`config.mk`:
```
export PLATFORM = sky130hd
export DESIGN_NAME = clkGenTop
export DESIGN_NICKNAME = d
export VERILOG_FILES = /design/src/verilog/clkGenPkg.sv /design/src/verilog/clkGenCtrl.sv /design/src/verilog/postDivider.sv /design/src/verilog/lockTimer.sv /design/src/verilog/clkGenTop.sv
export SDC_FILE = /design/constraint.sdc
export NUM_CORES = 1
export LEC_CHECK = 0
export ABC_AREA = 1
export BUFFER_PORTS_ARGS = -buffer_cell sky130_fd_sc_hd__buf_2
export CAP_MARGIN = 20
export CORE_MARGIN = 2
export CORE_UTILIZATION = 45
export CTS_BUF_LIST = sky130_fd_sc_hd__clkbuf_8
export DETAILED_ROUTE_END_ITERATION = 6
export PLACE_DENSITY = 0.62
export SYNTH_ARGS = -nofsm -noshare
export SYNTH_HDL_FRONTEND = slang
export SYNTH_HIERARCHICAL = 1
export SYNTH_SLANG_ARGS = --single-unit
```
`constraint.sdc`:
```
create_clock -name CK_XTAL_IN -period 4 [get_ports CK_XTAL_IN]
set_input_delay 0.2 -clock CK_XTAL_IN [delete_from_list [all_inputs] [get_ports CK_XTAL_IN]]
set_output_delay 0.2 -clock CK_XTAL_IN [all_outputs]
set_load 0.1 [all_outputs]
```
`src/verilog/clkGenPkg.sv`:
```
// Clock generator shared definitions: field widths, field types and control states
package clkGenPkg;

  // -------------------------------------------------------------------------
  // Field widths
  // -------------------------------------------------------------------------

  // Integer half-period, counted in prescaled ticks
  localparam int DIV_INT_W  = 8;

  // Fractional half-period and accumulator
  // One unit is 1/64 of a tick
  localparam int DIV_FRAC_W = 6;

  // Prescale select, tick rate is input / 2**p
  localparam int PRESCALE_W = 2;

  // Prescale counter must reach 2**(2**PRESCALE_W - 1) - 1
  localparam int PRE_CNT_W  = 2 ** PRESCALE_W - 1;

  // Lock settle window, in input cycles
  localparam int LOCK_W     = 10;

  // -------------------------------------------------------------------------
  // Field types
  // -------------------------------------------------------------------------

  typedef logic [DIV_INT_W-1:0]  divIntT;
  typedef logic [DIV_FRAC_W-1:0] divFracT;
  typedef logic [PRESCALE_W-1:0] prescaleT;
  typedef logic [LOCK_W-1:0]     lockWinT;

  // Control FSM
  // RESTART is also the state out of reset
  typedef enum logic [1:0] {
    IDLE,
    CAPTURE,
    ACK_HIGH,
    RESTART
  } ctrlStateT;

endpackage

```
`src/verilog/clkGenCtrl.sv`:
```
// Clock generator control: four-phase config handshake, shadow registers, restart
`timescale 1ns/1ns

module clkGenCtrl (
  input  logic                CK_XTAL_IN,
  input  logic                rstn,
  // Host handshake
  input  logic                cfgReq,
  output logic                cfgAck,
  // Configuration, stable while cfgReq is high
  input  logic                ps0En,
  input  logic                ps1En,
  input  logic                ps0Bypass,
  input  logic                ps1Bypass,
  input  clkGenPkg::prescaleT ps0Prescale,
  input  clkGenPkg::prescaleT ps1Prescale,
  input  clkGenPkg::divIntT   ps0DivInt,
  input  clkGenPkg::divIntT   ps1DivInt,
  input  clkGenPkg::divFracT  ps0DivFrac,
  input  clkGenPkg::divFracT  ps1DivFrac,
  input  clkGenPkg::lockWinT  lockWindow,
  // Shadow copies seen by the dividers and the lock timer
  output logic                sh0En,
  output logic                sh1En,
  output logic                sh0Bypass,
  output logic                sh1Bypass,
  output clkGenPkg::prescaleT sh0Prescale,
  output clkGenPkg::prescaleT sh1Prescale,
  output clkGenPkg::divIntT   sh0DivInt,
  output clkGenPkg::divIntT   sh1DivInt,
  output clkGenPkg::divFracT  sh0DivFrac,
  output clkGenPkg::divFracT  sh1DivFrac,
  output clkGenPkg::lockWinT  shLockWindow,
  // Restart sequencing
  output logic                restart,
  input  logic                locked
);

  import clkGenPkg::*;

  ctrlStateT state;
  logic      cfgReqQ;
  logic      capture;

  // Request register, all handshake decisions use this copy
  always_ff @(posedge CK_XTAL_IN or negedge rstn) begin
    if (!rstn) begin
      cfgReqQ <= 1'b0;
    end else begin
      cfgReqQ <= cfgReq;
    end
  end

  // New config only taken from IDLE with ack already dropped
  assign capture = (state == IDLE) && cfgReqQ && !cfgAck;

  // -------------------------------------------------------------------------
  // Handshake FSM
  // -------------------------------------------------------------------------
  // Out of reset the FSM sits in RESTART, so the first edge after release
  // restarts the block with the all-zero shadows
  always_ff @(posedge CK_XTAL_IN or negedge rstn) begin
    if (!rstn) begin
      state  <= RESTART;
      cfgAck <= 1'b0;
    end else begin
      case (state)
        IDLE: begin
          if (capture) begin
            state <= CAPTURE;
          end
        end
        // Shadows loaded, raise ack together with restart
        CAPTURE: begin
          state  <= RESTART;
          cfgAck <= 1'b1;
        end
        // Post-reset pass has no ack; leave once the lock timer reads low
        RESTART: begin
          if (cfgAck) begin
            state <= ACK_HIGH;
          end else if (!locked) begin
            state <= IDLE;
          end
        end
        // Hold ack until the host lets go of the request
        ACK_HIGH: begin
          if (!cfgReqQ) begin
            state  <= IDLE;
            cfgAck <= 1'b0;
          end
        end
        default: state <= IDLE;
      endcase
    end
  end

  // One-cycle pulse, same cycle as the ack rise
  assign restart = (state == RESTART);

  // Shadow registers, whole configuration in a single cycle
  always_ff @(posedge CK_XTAL_IN or negedge rstn) begin
    if (!rstn) begin
      sh0En        <= 1'b0;
      sh1En        <= 1'b0;
      sh0Bypass    <= 1'b0;
      sh1Bypass    <= 1'b0;
      sh0Prescale  <= '0;
      sh1Prescale  <= '0;
      sh0DivInt    <= '0;
      sh1DivInt    <= '0;
      sh0DivFrac   <= '0;
      sh1DivFrac   <= '0;
      shLockWindow <= '0;
    end else if (capture) begin
      sh0En        <= ps0En;
      sh1En        <= ps1En;
      sh0Bypass    <= ps0Bypass;
      sh1Bypass    <= ps1Bypass;
      sh0Prescale  <= ps0Prescale;
      sh1Prescale  <= ps1Prescale;
      sh0DivInt    <= ps0DivInt;
      sh1DivInt    <= ps1DivInt;
      sh0DivFrac   <= ps0DivFrac;
      sh1DivFrac   <= ps1DivFrac;
      shLockWindow <= lockWindow;
    end
  end

endmodule

```
`src/verilog/postDivider.sv`:
```
// Post divider: power-of-two prescale, fractional half-period, AUX clock bypass
`timescale 1ns/1ns

module postDivider (
  input  logic                CK_XTAL_IN,
  input  logic                rstn,
  input  logic                CK_AUX_IN,
  // Channel settings from the shadow registers
  input  logic                en,
  input  logic                bypass,
  input  clkGenPkg::prescaleT prescale,
  input  clkGenPkg::divIntT   divInt,
  input  clkGenPkg::divFracT  divFrac,
  // Sequencing
  input  logic                restart,
  input  logic                locked,
  // Divided clock
  output logic                ckOut
);

  import clkGenPkg::*;

  logic [PRE_CNT_W-1:0]  preCnt;
  logic [PRE_CNT_W-1:0]  preTerm;
  logic                  tick;
  logic [DIV_INT_W:0]    halfCnt;
  logic [DIV_INT_W:0]    halfLast;
  logic [DIV_FRAC_W-1:0] fracAcc;
  logic [DIV_FRAC_W:0]   fracSum;
  logic                  fracCarry;
  logic                  active;
  logic                  ckDiv;

  // Runs only after lock, on an enabled, unbypassed channel
  assign active = locked && en && !bypass;

  // -------------------------------------------------------------------------
  // Prescaler
  // -------------------------------------------------------------------------
  // Terminal count 2**prescale - 1, the low prescale bits all set
  assign preTerm = ~({PRE_CNT_W{1'b1}} << prescale);
  assign tick    = active && (preCnt == preTerm);

  always_ff @(posedge CK_XTAL_IN or negedge rstn) begin
    if (!rstn) begin
      preCnt <= '0;
    end else if (restart) begin
      preCnt <= '0;
    end else if (active) begin
      preCnt <= tick ? '0 : preCnt + 1'b1;
    end
  end

  // -------------------------------------------------------------------------
  // Half-period counter and fractional accumulator
  // -------------------------------------------------------------------------
  // Add divFrac once per half-period, the carry stretches this one by a tick
  assign fracSum   = {1'b0, fracAcc} + {1'b0, divFrac};
  assign fracCarry = fracSum[DIV_FRAC_W];

  // divInt+1 ticks, or divInt+2 on overflow
  assign halfLast = {1'b0, divInt} + {{DIV_INT_W{1'b0}}, fracCarry};

  always_ff @(posedge CK_XTAL_IN or negedge rstn) begin
    if (!rstn) begin
      halfCnt <= '0;
      fracAcc <= '0;
      ckDiv   <= 1'b0;
    end else if (restart) begin
      halfCnt <= '0;
      fracAcc <= '0;
      ckDiv   <= 1'b0;
    end else if (tick) begin
      if (halfCnt == halfLast) begin
        // End of half-period
        halfCnt <= '0;
        fracAcc <= fracSum[DIV_FRAC_W-1:0];
        ckDiv   <= ~ckDiv;
      end else begin
        halfCnt <= halfCnt + 1'b1;
      end
    end
  end

  // Bypass wins regardless of lock; a disabled channel is held low
  assign ckOut = bypass ? CK_AUX_IN : (en & ckDiv);

endmodule

```
`src/verilog/lockTimer.sv`:
```
// Lock timer: holds locked low for a settle window after every restart
`timescale 1ns/1ns

module lockTimer (
  input  logic               CK_XTAL_IN,
  input  logic               rstn,
  // One-cycle pulse from the control FSM
  input  logic               restart,
  // Settle length, sampled on the restart edge
  input  clkGenPkg::lockWinT window,
  output logic               locked
);

  import clkGenPkg::*;

  lockWinT settleCnt;
  logic    settleDone;

  // Count exhausted, lock on the next edge
  assign settleDone = (settleCnt == '0);

  // -------------------------------------------------------------------------
  // Settle counter
  // -------------------------------------------------------------------------
  // Restart edge: locked drops and the count loads window
  // window edges of countdown, then one more edge raises locked,
  // i.e. window+1 edges after the drop
  always_ff @(posedge CK_XTAL_IN or negedge rstn) begin
    if (!rstn) begin
      settleCnt <= '0;
      locked    <= 1'b0;
    end else if (restart) begin
      settleCnt <= window;
      locked    <= 1'b0;
    end else if (!settleDone) begin
      settleCnt <= settleCnt - 1'b1;
    end else begin
      // holds high until the next restart
      locked    <= 1'b1;
    end
  end

endmodule

```
`src/verilog/clkGenTop.sv`:
```
// Clock generator top: control FSM, lock timer and the two output dividers
`timescale 1ns/1ns

module clkGenTop (
  input  logic                CK_XTAL_IN,
  input  logic                CK_AUX_IN,
  input  logic                rstn,
  // Host handshake
  input  logic                cfgReq,
  output logic                cfgAck,
  // Configuration
  input  logic                ps0En,
  input  logic                ps1En,
  input  logic                ps0Bypass,
  input  logic                ps1Bypass,
  input  clkGenPkg::prescaleT ps0Prescale,
  input  clkGenPkg::prescaleT ps1Prescale,
  input  clkGenPkg::divIntT   ps0DivInt,
  input  clkGenPkg::divFracT  ps0DivFrac,
  input  clkGenPkg::divIntT   ps1DivInt,
  input  clkGenPkg::divFracT  ps1DivFrac,
  input  clkGenPkg::lockWinT  lockWindow,
  // Outputs
  output logic                ckPllDiv0,
  output logic                ckPllDiv1,
  output logic                locked
);

  import clkGenPkg::*;

  // Shadow configuration
  logic     sh0En;
  logic     sh1En;
  logic     sh0Bypass;
  logic     sh1Bypass;
  prescaleT sh0Prescale;
  prescaleT sh1Prescale;
  divIntT   sh0DivInt;
  divIntT   sh1DivInt;
  divFracT  sh0DivFrac;
  divFracT  sh1DivFrac;
  lockWinT  shLockWindow;
  logic     restart;

  // -------------------------------------------------------------------------
  // Control and lock
  // -------------------------------------------------------------------------
  clkGenCtrl ctrl (.*);

  lockTimer lockTmr (
    .CK_XTAL_IN (CK_XTAL_IN),
    .rstn       (rstn),
    .restart    (restart),
    .window     (shLockWindow),
    .locked     (locked)
  );

  // -------------------------------------------------------------------------
  // Output channels
  // -------------------------------------------------------------------------
  postDivider div0 (
    .CK_XTAL_IN (CK_XTAL_IN), .rstn (rstn), .CK_AUX_IN (CK_AUX_IN),
    .en         (sh0En),      .bypass (sh0Bypass), .prescale (sh0Prescale),
    .divInt     (sh0DivInt),  .divFrac (sh0DivFrac),
    .restart    (restart),    .locked (locked),    .ckOut (ckPllDiv0)
  );

  postDivider div1 (
    .CK_XTAL_IN (CK_XTAL_IN), .rstn (rstn), .CK_AUX_IN (CK_AUX_IN),
    .en         (sh1En),      .bypass (sh1Bypass), .prescale (sh1Prescale),
    .divInt     (sh1DivInt),  .divFrac (sh1DivFrac),
    .restart    (restart),    .locked (locked),    .ckOut (ckPllDiv1)
  );

endmodule

```
== Word level (Yosys, flattened, before mapping) ==
Index checks and enable logic that the tools add are counted.

* Flip-flop bits (word level): 99
* Bits in latches: 0
* Bits in writable memories: 0
* Memory bits (read-only): 0
* Bits of input ports: 50
* Output and inout bits: 4
* Logic and storage cells: 114
* Memories: 0

* Add/subtract/negate cells: 9
* $mul: 0
* Divide/modulo/power cells: 0
* Order comparisons: 0
* Eq/ne operators: 11
* Shift-type cells: 2
* Muxes and demuxes: 37
* Bitwise logic cells: 6
* Reduce and logical (&&, ||, !) cells: 25

{| class="wikitable"
|+ Operators by type and width
! operator !! count
|-
| $mux 9 || 6
|-
| $mux 6 || 6
|-
| $mux 10 || 2
|-
| $add 8x1->9 || 2
|-
| $add 9x1->9 const B || 2
|-
| $eq 9x9->1 || 2
|-
| $mux 3 || 6
|-
| $reduce_bool 2->1 || 8
|-
| $add 6x6->7 || 2
|-
| $mux 1 || 11
|-
| $logic_not 10->1 || 1
|-
| $sub 10x1->10 const B || 1
|-
| $logic_and 1x1->1 || 8
|-
| $mux 2 || 4
|-
| $pmux 2 s4 || 1
|-
| $add 3x1->3 const B || 2
|-
| $eq 3x3->1 || 2
|-
| $not 3->3 || 2
|-
| $reduce_and 2->1 || 3
|-
| $shl 3x2->3 const A || 2
|-
| $eq 2x2->1 const B || 2
|-
| $ne 2x2->1 const B || 2
|-
| $logic_not 1->1 || 3
|-
| $ne 3x3->1 const B || 1
|-
| other kinds (7) || 9
|}

== Depth between registers and ports, before layout ==
* Depth after elaboration: 7
* Mapped depth: 23
* Gate-level depth less buffers: 23

== Modules after synthesis ==
The synthesis kept the hierarchy.

{| class="wikitable"
|+ By module, submodules not included
! module !! instances !! cells an instance !! area each (µm²) !! sequential area each (µm²)
|-
| clkGenCtrl || 1 || 224 || 2177.1 || 1253.7
|-
| postDivider at div1 || 1 || 247 || 1621.6 || 475.5
|-
| postDivider at div0 || 1 || 233 || 1612.8 || 475.5
|-
| lockTimer || 1 || 97 || 732.0 || 275.3
|}

== Worst setup path after synthesis ==
No wires, ideal clock.

* Path type: register -> register
* Start: register ctrl.sh0DivFrac[0]
* End: register div0.halfCnt[2]
* Setup time: 0.126 ns
* Arrival: 2.809 ns
* Required time: 3.874 ns
* Path slack: 1.065 ns
* Cell stages (with the launch flop): 21
* Buffers on the path: 1
* Clock period less this slack: 2.935 ns
* Cell sequence: dfrtp_1 -> ha_1 -> fa_1 -> nand2_1 -> inv_1 -> nor2_1 -> o21bai_1 -> and2_1 -> nor2_1 -> o21bai_1 -> ha_1 -> ha_1 -> xnor2_1 -> nand2_1 -> nor2_1 -> nand2_1 -> nor2_1 -> nand3_4 -> nand2_4 -> buf_6 -> a21oi_1

* Word-level cells in the longest chain between the ends: 6

{| class="wikitable"
|+ RTL lines
! what !! line !! text
|-
| from (decl) || clkGenCtrl.sv:31 || <nowiki>output clkGenPkg::divFracT sh0DivFrac,</nowiki>
|-
| from (signal assigned) || clkGenCtrl.sv:124 || <nowiki>sh0DivFrac <= ps0DivFrac;</nowiki>
|-
| $add 6x6->7 || postDivider.sv:58 || <nowiki>assign fracSum = {1'b0, fracAcc} + {1'b0, divFrac};</nowiki>
|-
| $add 8x1->9 || postDivider.sv:62 || <nowiki>assign halfLast = {1'b0, divInt} + {{DIV_INT_W{1'b0}}, fracCarry};</nowiki>
|-
| $eq 9x9->1 || postDivider.sv:74 || <nowiki>if (halfCnt == halfLast) begin</nowiki>
|-
| $mux 9 || postDivider.sv:74 ||
|-
| $mux 9 || postDivider.sv:73 || <nowiki>end else if (tick) begin</nowiki>
|-
| $mux 9 || postDivider.sv:69 || <nowiki>end else if (restart) begin</nowiki>
|-
| to (signal assigned) || postDivider.sv:80 || <nowiki>halfCnt <= halfCnt + 1'b1;</nowiki>
|-
| to (decl) || postDivider.sv:26 || <nowiki>logic [DIV_INT_W:0] halfCnt;</nowiki>
|}

Every way passes these cells. The select of a mux whose other input is x is not followed.
A chain may end at the register's enable or synchronous reset.

== Worst setup path in the final report ==
* Start: register ctrl.sh0DivFrac[0]
* End: register div0.fracAcc[4]

* Word-level cells in the longest chain between the ends: 5
* Elaborated cells between the ends (all ways): 8
* Classes of those cells: add/sub (2); eq/ne (1); mux (3); reduce/logical (2)

{| class="wikitable"
|+ RTL lines
! what !! line !! text
|-
| $add 6x6->7 (*) || postDivider.sv:58 ||
|-
| $add 8x1->9 || postDivider.sv:62 ||
|-
| $eq 9x9->1 || postDivider.sv:74 ||
|-
| $reduce_bool 2->1 (no line) || -- ||
|-
| $reduce_and 2->1 (no line) || -- ||
|-
| to (signal assigned) || postDivider.sv:77 || <nowiki>fracAcc <= fracSum[DIV_FRAC_W-1:0];</nowiki>
|-
| to (decl) || postDivider.sv:28 || <nowiki>logic [DIV_FRAC_W-1:0] fracAcc;</nowiki>
|}

Mark *: on every way between the ends. The rest lies on a longest branch, timed or not. The select of a mux whose other input is x is not followed.

==> reports/qor.json <==
{
  "run_status": {"value": "completed"},
  "critPathMaxFanout": {"value": 13},
  "yosys_warnings": {"value": 6},
  "leakagePower": {"value": 3.57, "unit": "nW"},
  "ys_ff_latch": {"value": 99},
  "worstSetupEndpointType": {"value": "flop"},
  "clock_insertion_delay_worst_skew": {"value": 0.38, "unit": "ns"},
  "cp_data_arrival_time": {"value": 3.58, "unit": "ns"},
  "grt_first_pass_wirelength": {"value": 23400, "unit": "microns"},
  "num_rows": {"value": 42},
  "cts_buffer_count": {"value": 9},
  "worst_path_cell_with_the_longest_stage_delay": {"value": "dfrtp_1"},
  "drt_wl_total": {"value": 13200, "unit": "microns"},
  "power_density_over_the_cells": {"value": 728, "unit": "mW/mm^2"},
  "ir_drop": {"value": 237, "unit": "uV"},
  "synth_sequential_area_ratio": {"value": 0.404},
  "ctsHoldBuffers": {"value": 2},
  "viasPerCell": {"value": 4.97},
  "antenna_cells": {"value": 0},
  "post_synth.cell_area_avg": {"value": 7.67, "unit": "sq um"},
  "power": {"value": 4.87, "unit": "mW"},
  "wl_met3": {"value": 365, "unit": "microns"},
  "hpwlAfterDp": {"value": 9610, "unit": "microns"},
  "worst-path-buf-inv": {"value": 1},
  "tns": {"value": 0, "unit": "ns"},
  "routedLengthMet1": {"value": 6090, "unit": "microns"},
  "gpl.final_weighted_congestion": {"value": 0.865},
  "min_period": {"value": 3.31, "unit": "ns"},
  "clock_tree.root_cell": {"value": "clkbuf_8"},
  "h-tree-depth": {"value": 3},
  "setup-violations-final": {"value": 0},
  "final.fill_count": {"value": 1292},
  "drtPass1Iterations": {"value": 5},
  "routedWlPerCell": {"value": 12.9, "unit": "microns"},
  "total_die_area": {"value": 0.0146, "unit": "sq mm"},
  "dieWidth": {"value": 121, "unit": "microns"},
  "worst_clock_skew": {"value": 0.0125, "unit": "ns"},
  "timing.critical_path.cells": {"value": "ha_1 -> fa_1 -> nand2_1 -> inv_1 -> nor2_1 -> o21bai_1 -> and2_1 -> nor2_1 -> o21bai_1 -> ha_1 -> ha_1 -> xnor2_1 -> nand2_1 -> nor2_1 -> nand2_1 -> nor2_1 -> nand3_4 -> nand2_4 -> nand2_2 -> nand2_1 -> nand2_1"},
  "drtAntennaViolNets": {"value": 0},
  "rsz0062_at_grt": {"value": "false"},
  "num_io_pins": {"value": 54},
  "buffer_ports.inserted": {"value": 53},
  "crit_family": {"value": "simple AND/OR/NAND/NOR gates"},
  "clock_path_buffers": {"value": 2},
  "syn_area": {"value": 0.00614, "unit": "sq mm"},
  "chipHeight": {"value": 121, "unit": "microns"},
  "crit_required": {"value": 4.27, "unit": "ns"},
  "max_freq": {"value": 302, "unit": "MHz"},
  "core_area": {"value": 0.0133, "unit": "sq mm"},
  "finalMaxSlewViolations": {"value": 0},
  "layout_common_cells": {"value": "306 x nand2_1, 97 x dfrtp_1, 71 x nand3_1, 69 x inv_1, 52 x buf_2"},
  "final_min_period_over_clock_period": {"value": 0.827},
  "area_delta_synth_final": {"value": 8.74, "unit": "%"},
  "routed-via-count": {"value": 5105},
  "top_layer_used": {"value": "met4"},
  "tritoncts_clock_tree": {"value": "built"},
  "postCtsSetupBuffers": {"value": 0},
  "min_path_type": {"value": "primary input to flop"},
  "slew-limit-headroom": {"value": 0.389},
  "overflow_after_grt": {"value": 0},
  "report.final.hold_viol_count": {"value": 0},
  "mostFrequentLayoutCell": {"value": "nand2_1"},
  "cpPeakStageDelay": {"value": 0.39, "unit": "ns"},
  "worstMarginPinSlew": {"value": 0.916, "unit": "ns"},
  "grt_util_all_layers": {"value": 0.198},
  "finalNetCount": {"value": 921},
  "drv_cap": {"value": 0},
  "grt_pass1_vias": {"value": 5091},
  "initial_core_util": {"value": 0.462},
  "maximum_number_of_pins_on_one_net_before_global_route_repair": {"value": 73},
  "met2_wirelength": {"value": 6660, "unit": "microns"},
  "synth.distinct_cells": {"value": 37},
  "critPathMostFrequentCell": {"value": "nand2_1"},
  "net_count_of_the_mapped_netlist": {"value": 874},
  "ctsResizeCount": {"value": 0},
  "crit_path_start_kind": {"value": "flop"},
  "antenna_found_initial": {"value": 0},
  "drt_drc_violations_left": {"value": 0},
  "timing.setup.critical_path_class": {"value": "flop to flop"},
  "worst_setup_hold_path_clk_slew": {"value": 0.10, "unit": "ns"},
  "gate_count_post_synth": {"value": 801},
  "drt_iter0_drc": {"value": 275},
  "final_layout_size_suffix_gt1_frac": {"value": 0.163},
  "clkSinkCount": {"value": 99}
}
-- cells in the mapped netlist (all sizes together) --
library cell	number	area, sq um
and2	2	12.5
and3	2	12.5
o211ai	2	15.0
ha	21	263
nor4	1	6.26
nand4	16	100
xor2	18	158
o21ai	18	97.6
dfrtp	97	2430
dfstp	2	52.6
inv	77	289
clkbuf	1	5.00
nand3b	2	15.0
clkinv	2	7.51
o21bai	6	45.0
buf	23	194
nor2	61	313
nand2	317	1240
nand3	99	658
a21oi	20	111
xnor2	5	43.8
fa	2	40.0
nor3	7	35.0
-- worst reg2reg max path, delay by kind of cell (launching register included) --
family / cells / cell delay (ns)
buffers and inverters: 1 / 0.05
AO/OA/AOI/OAI: 2 / 0.16
XOR/XNOR: 1 / 0.14
AND/OR/NAND/NOR: 13 / 1.34
flip-flops: 1 / 0.39
adder cells (fa/ha/maj): 4 / 1.13
-- per-stage QoR --
stage	area, sq um	std cells	hold WS (ns)	setup slack, ns	util
2_1_floorplan	6140	801	-0.0956	1.07	-
3_3_place_gp	6470	1011	0.331	0.788	0.487
3_5_place_dp	6470	1011	0.332	0.724	0.487
4_1_cts	6680	1028	0.0163	0.696	0.502
5_1_grt	6680	1028	0.0300	0.335	0.502
6_report	6680	1028	0.0456	0.691	0.502
-- logic make-up (layout without fill, tap and decap cells) --
logic type | count (synthesis) | count (layout) | synth area share
xor+xnor | 23 | 23 | 0.0328
fa+ha+maj | 23 | 23 | 0.0493
flops | 99 | 99 | 0.404
buf+inv | 103 | 154 | 0.0807
compound gates | 46 | 46 | 0.0438
simple gates | 507 | 507 | 0.390
-- layout make-up --
class / instances / area, sq um / area share
Multi-Input combinational cell: 599 / 3170 / 0.474
Sequential cell: 99 / 2480 / 0.371
Timing Repair Buffer: 60 / 325 / 0.0487
Inverter: 79 / 297 / 0.0444
Tap cell: 176 / 220 / 0.0330
Clock buffer: 9 / 124 / 0.0185
Clock inverter: 6 / 66.3 / 0.00993
-- per-layer routing --
| layer | vias to the layer above | track usage |
|---|---|---|
| li1 | 2635 | - |
| met3 | 10 | 0.0406 |
| met5 | - | 0 |
| met1 | 2392 | 0.249 |
| met4 | 0 | 0.0494 |
| met2 | 68 | 0.347 |
-- registers in the layout (all words and copies together), names as in the netlist, 2 cells and up --
signal and flops:
ctrl/shLockWindow 10, ctrl/sh1DivInt 8, div0/fracAcc 6, div1/fracAcc 6, div0/preCnt 3, ctrl/sh1Prescale 2
ctrl/sh0Prescale 2, ctrl/sh1DivFrac 6, ctrl/sh0DivFrac 6, ctrl/sh0DivInt 8, lockTmr/settleCnt 10, div0/halfCnt 9
ctrl/state 2, div1/preCnt 3, div1/halfCnt 9
-- final timing paths --
path / start / end / slack (ns) / cells past startpoint
min in group asynchronous: rstn / ctrl/sh1DivFrac[2] / 0.49 / 2
max in group asynchronous: rstn / ctrl/sh1Prescale[1] / 2.57 / 3
hold / removal: ps0DivFrac[2] / ctrl/sh0DivFrac[2] / 0.05 / 3
setup / recovery: ctrl/sh0DivFrac[0] / div0/fracAcc[4] / 0.69 / 21
hold reg to reg: ctrl/shLockWindow[3] / ctrl/shLockWindow[3] / 0.48 / 2
setup reg to reg: ctrl/sh0DivFrac[0] / div0/fracAcc[4] / 0.69 / 21
-- power by group --
part | switching (mW) | internal [mW]
combinational | 1.57 | 0.811
sequential | 0.416 | 1.42
clock | 0.356 | 0.288
(Power assumes the default switching activity.)
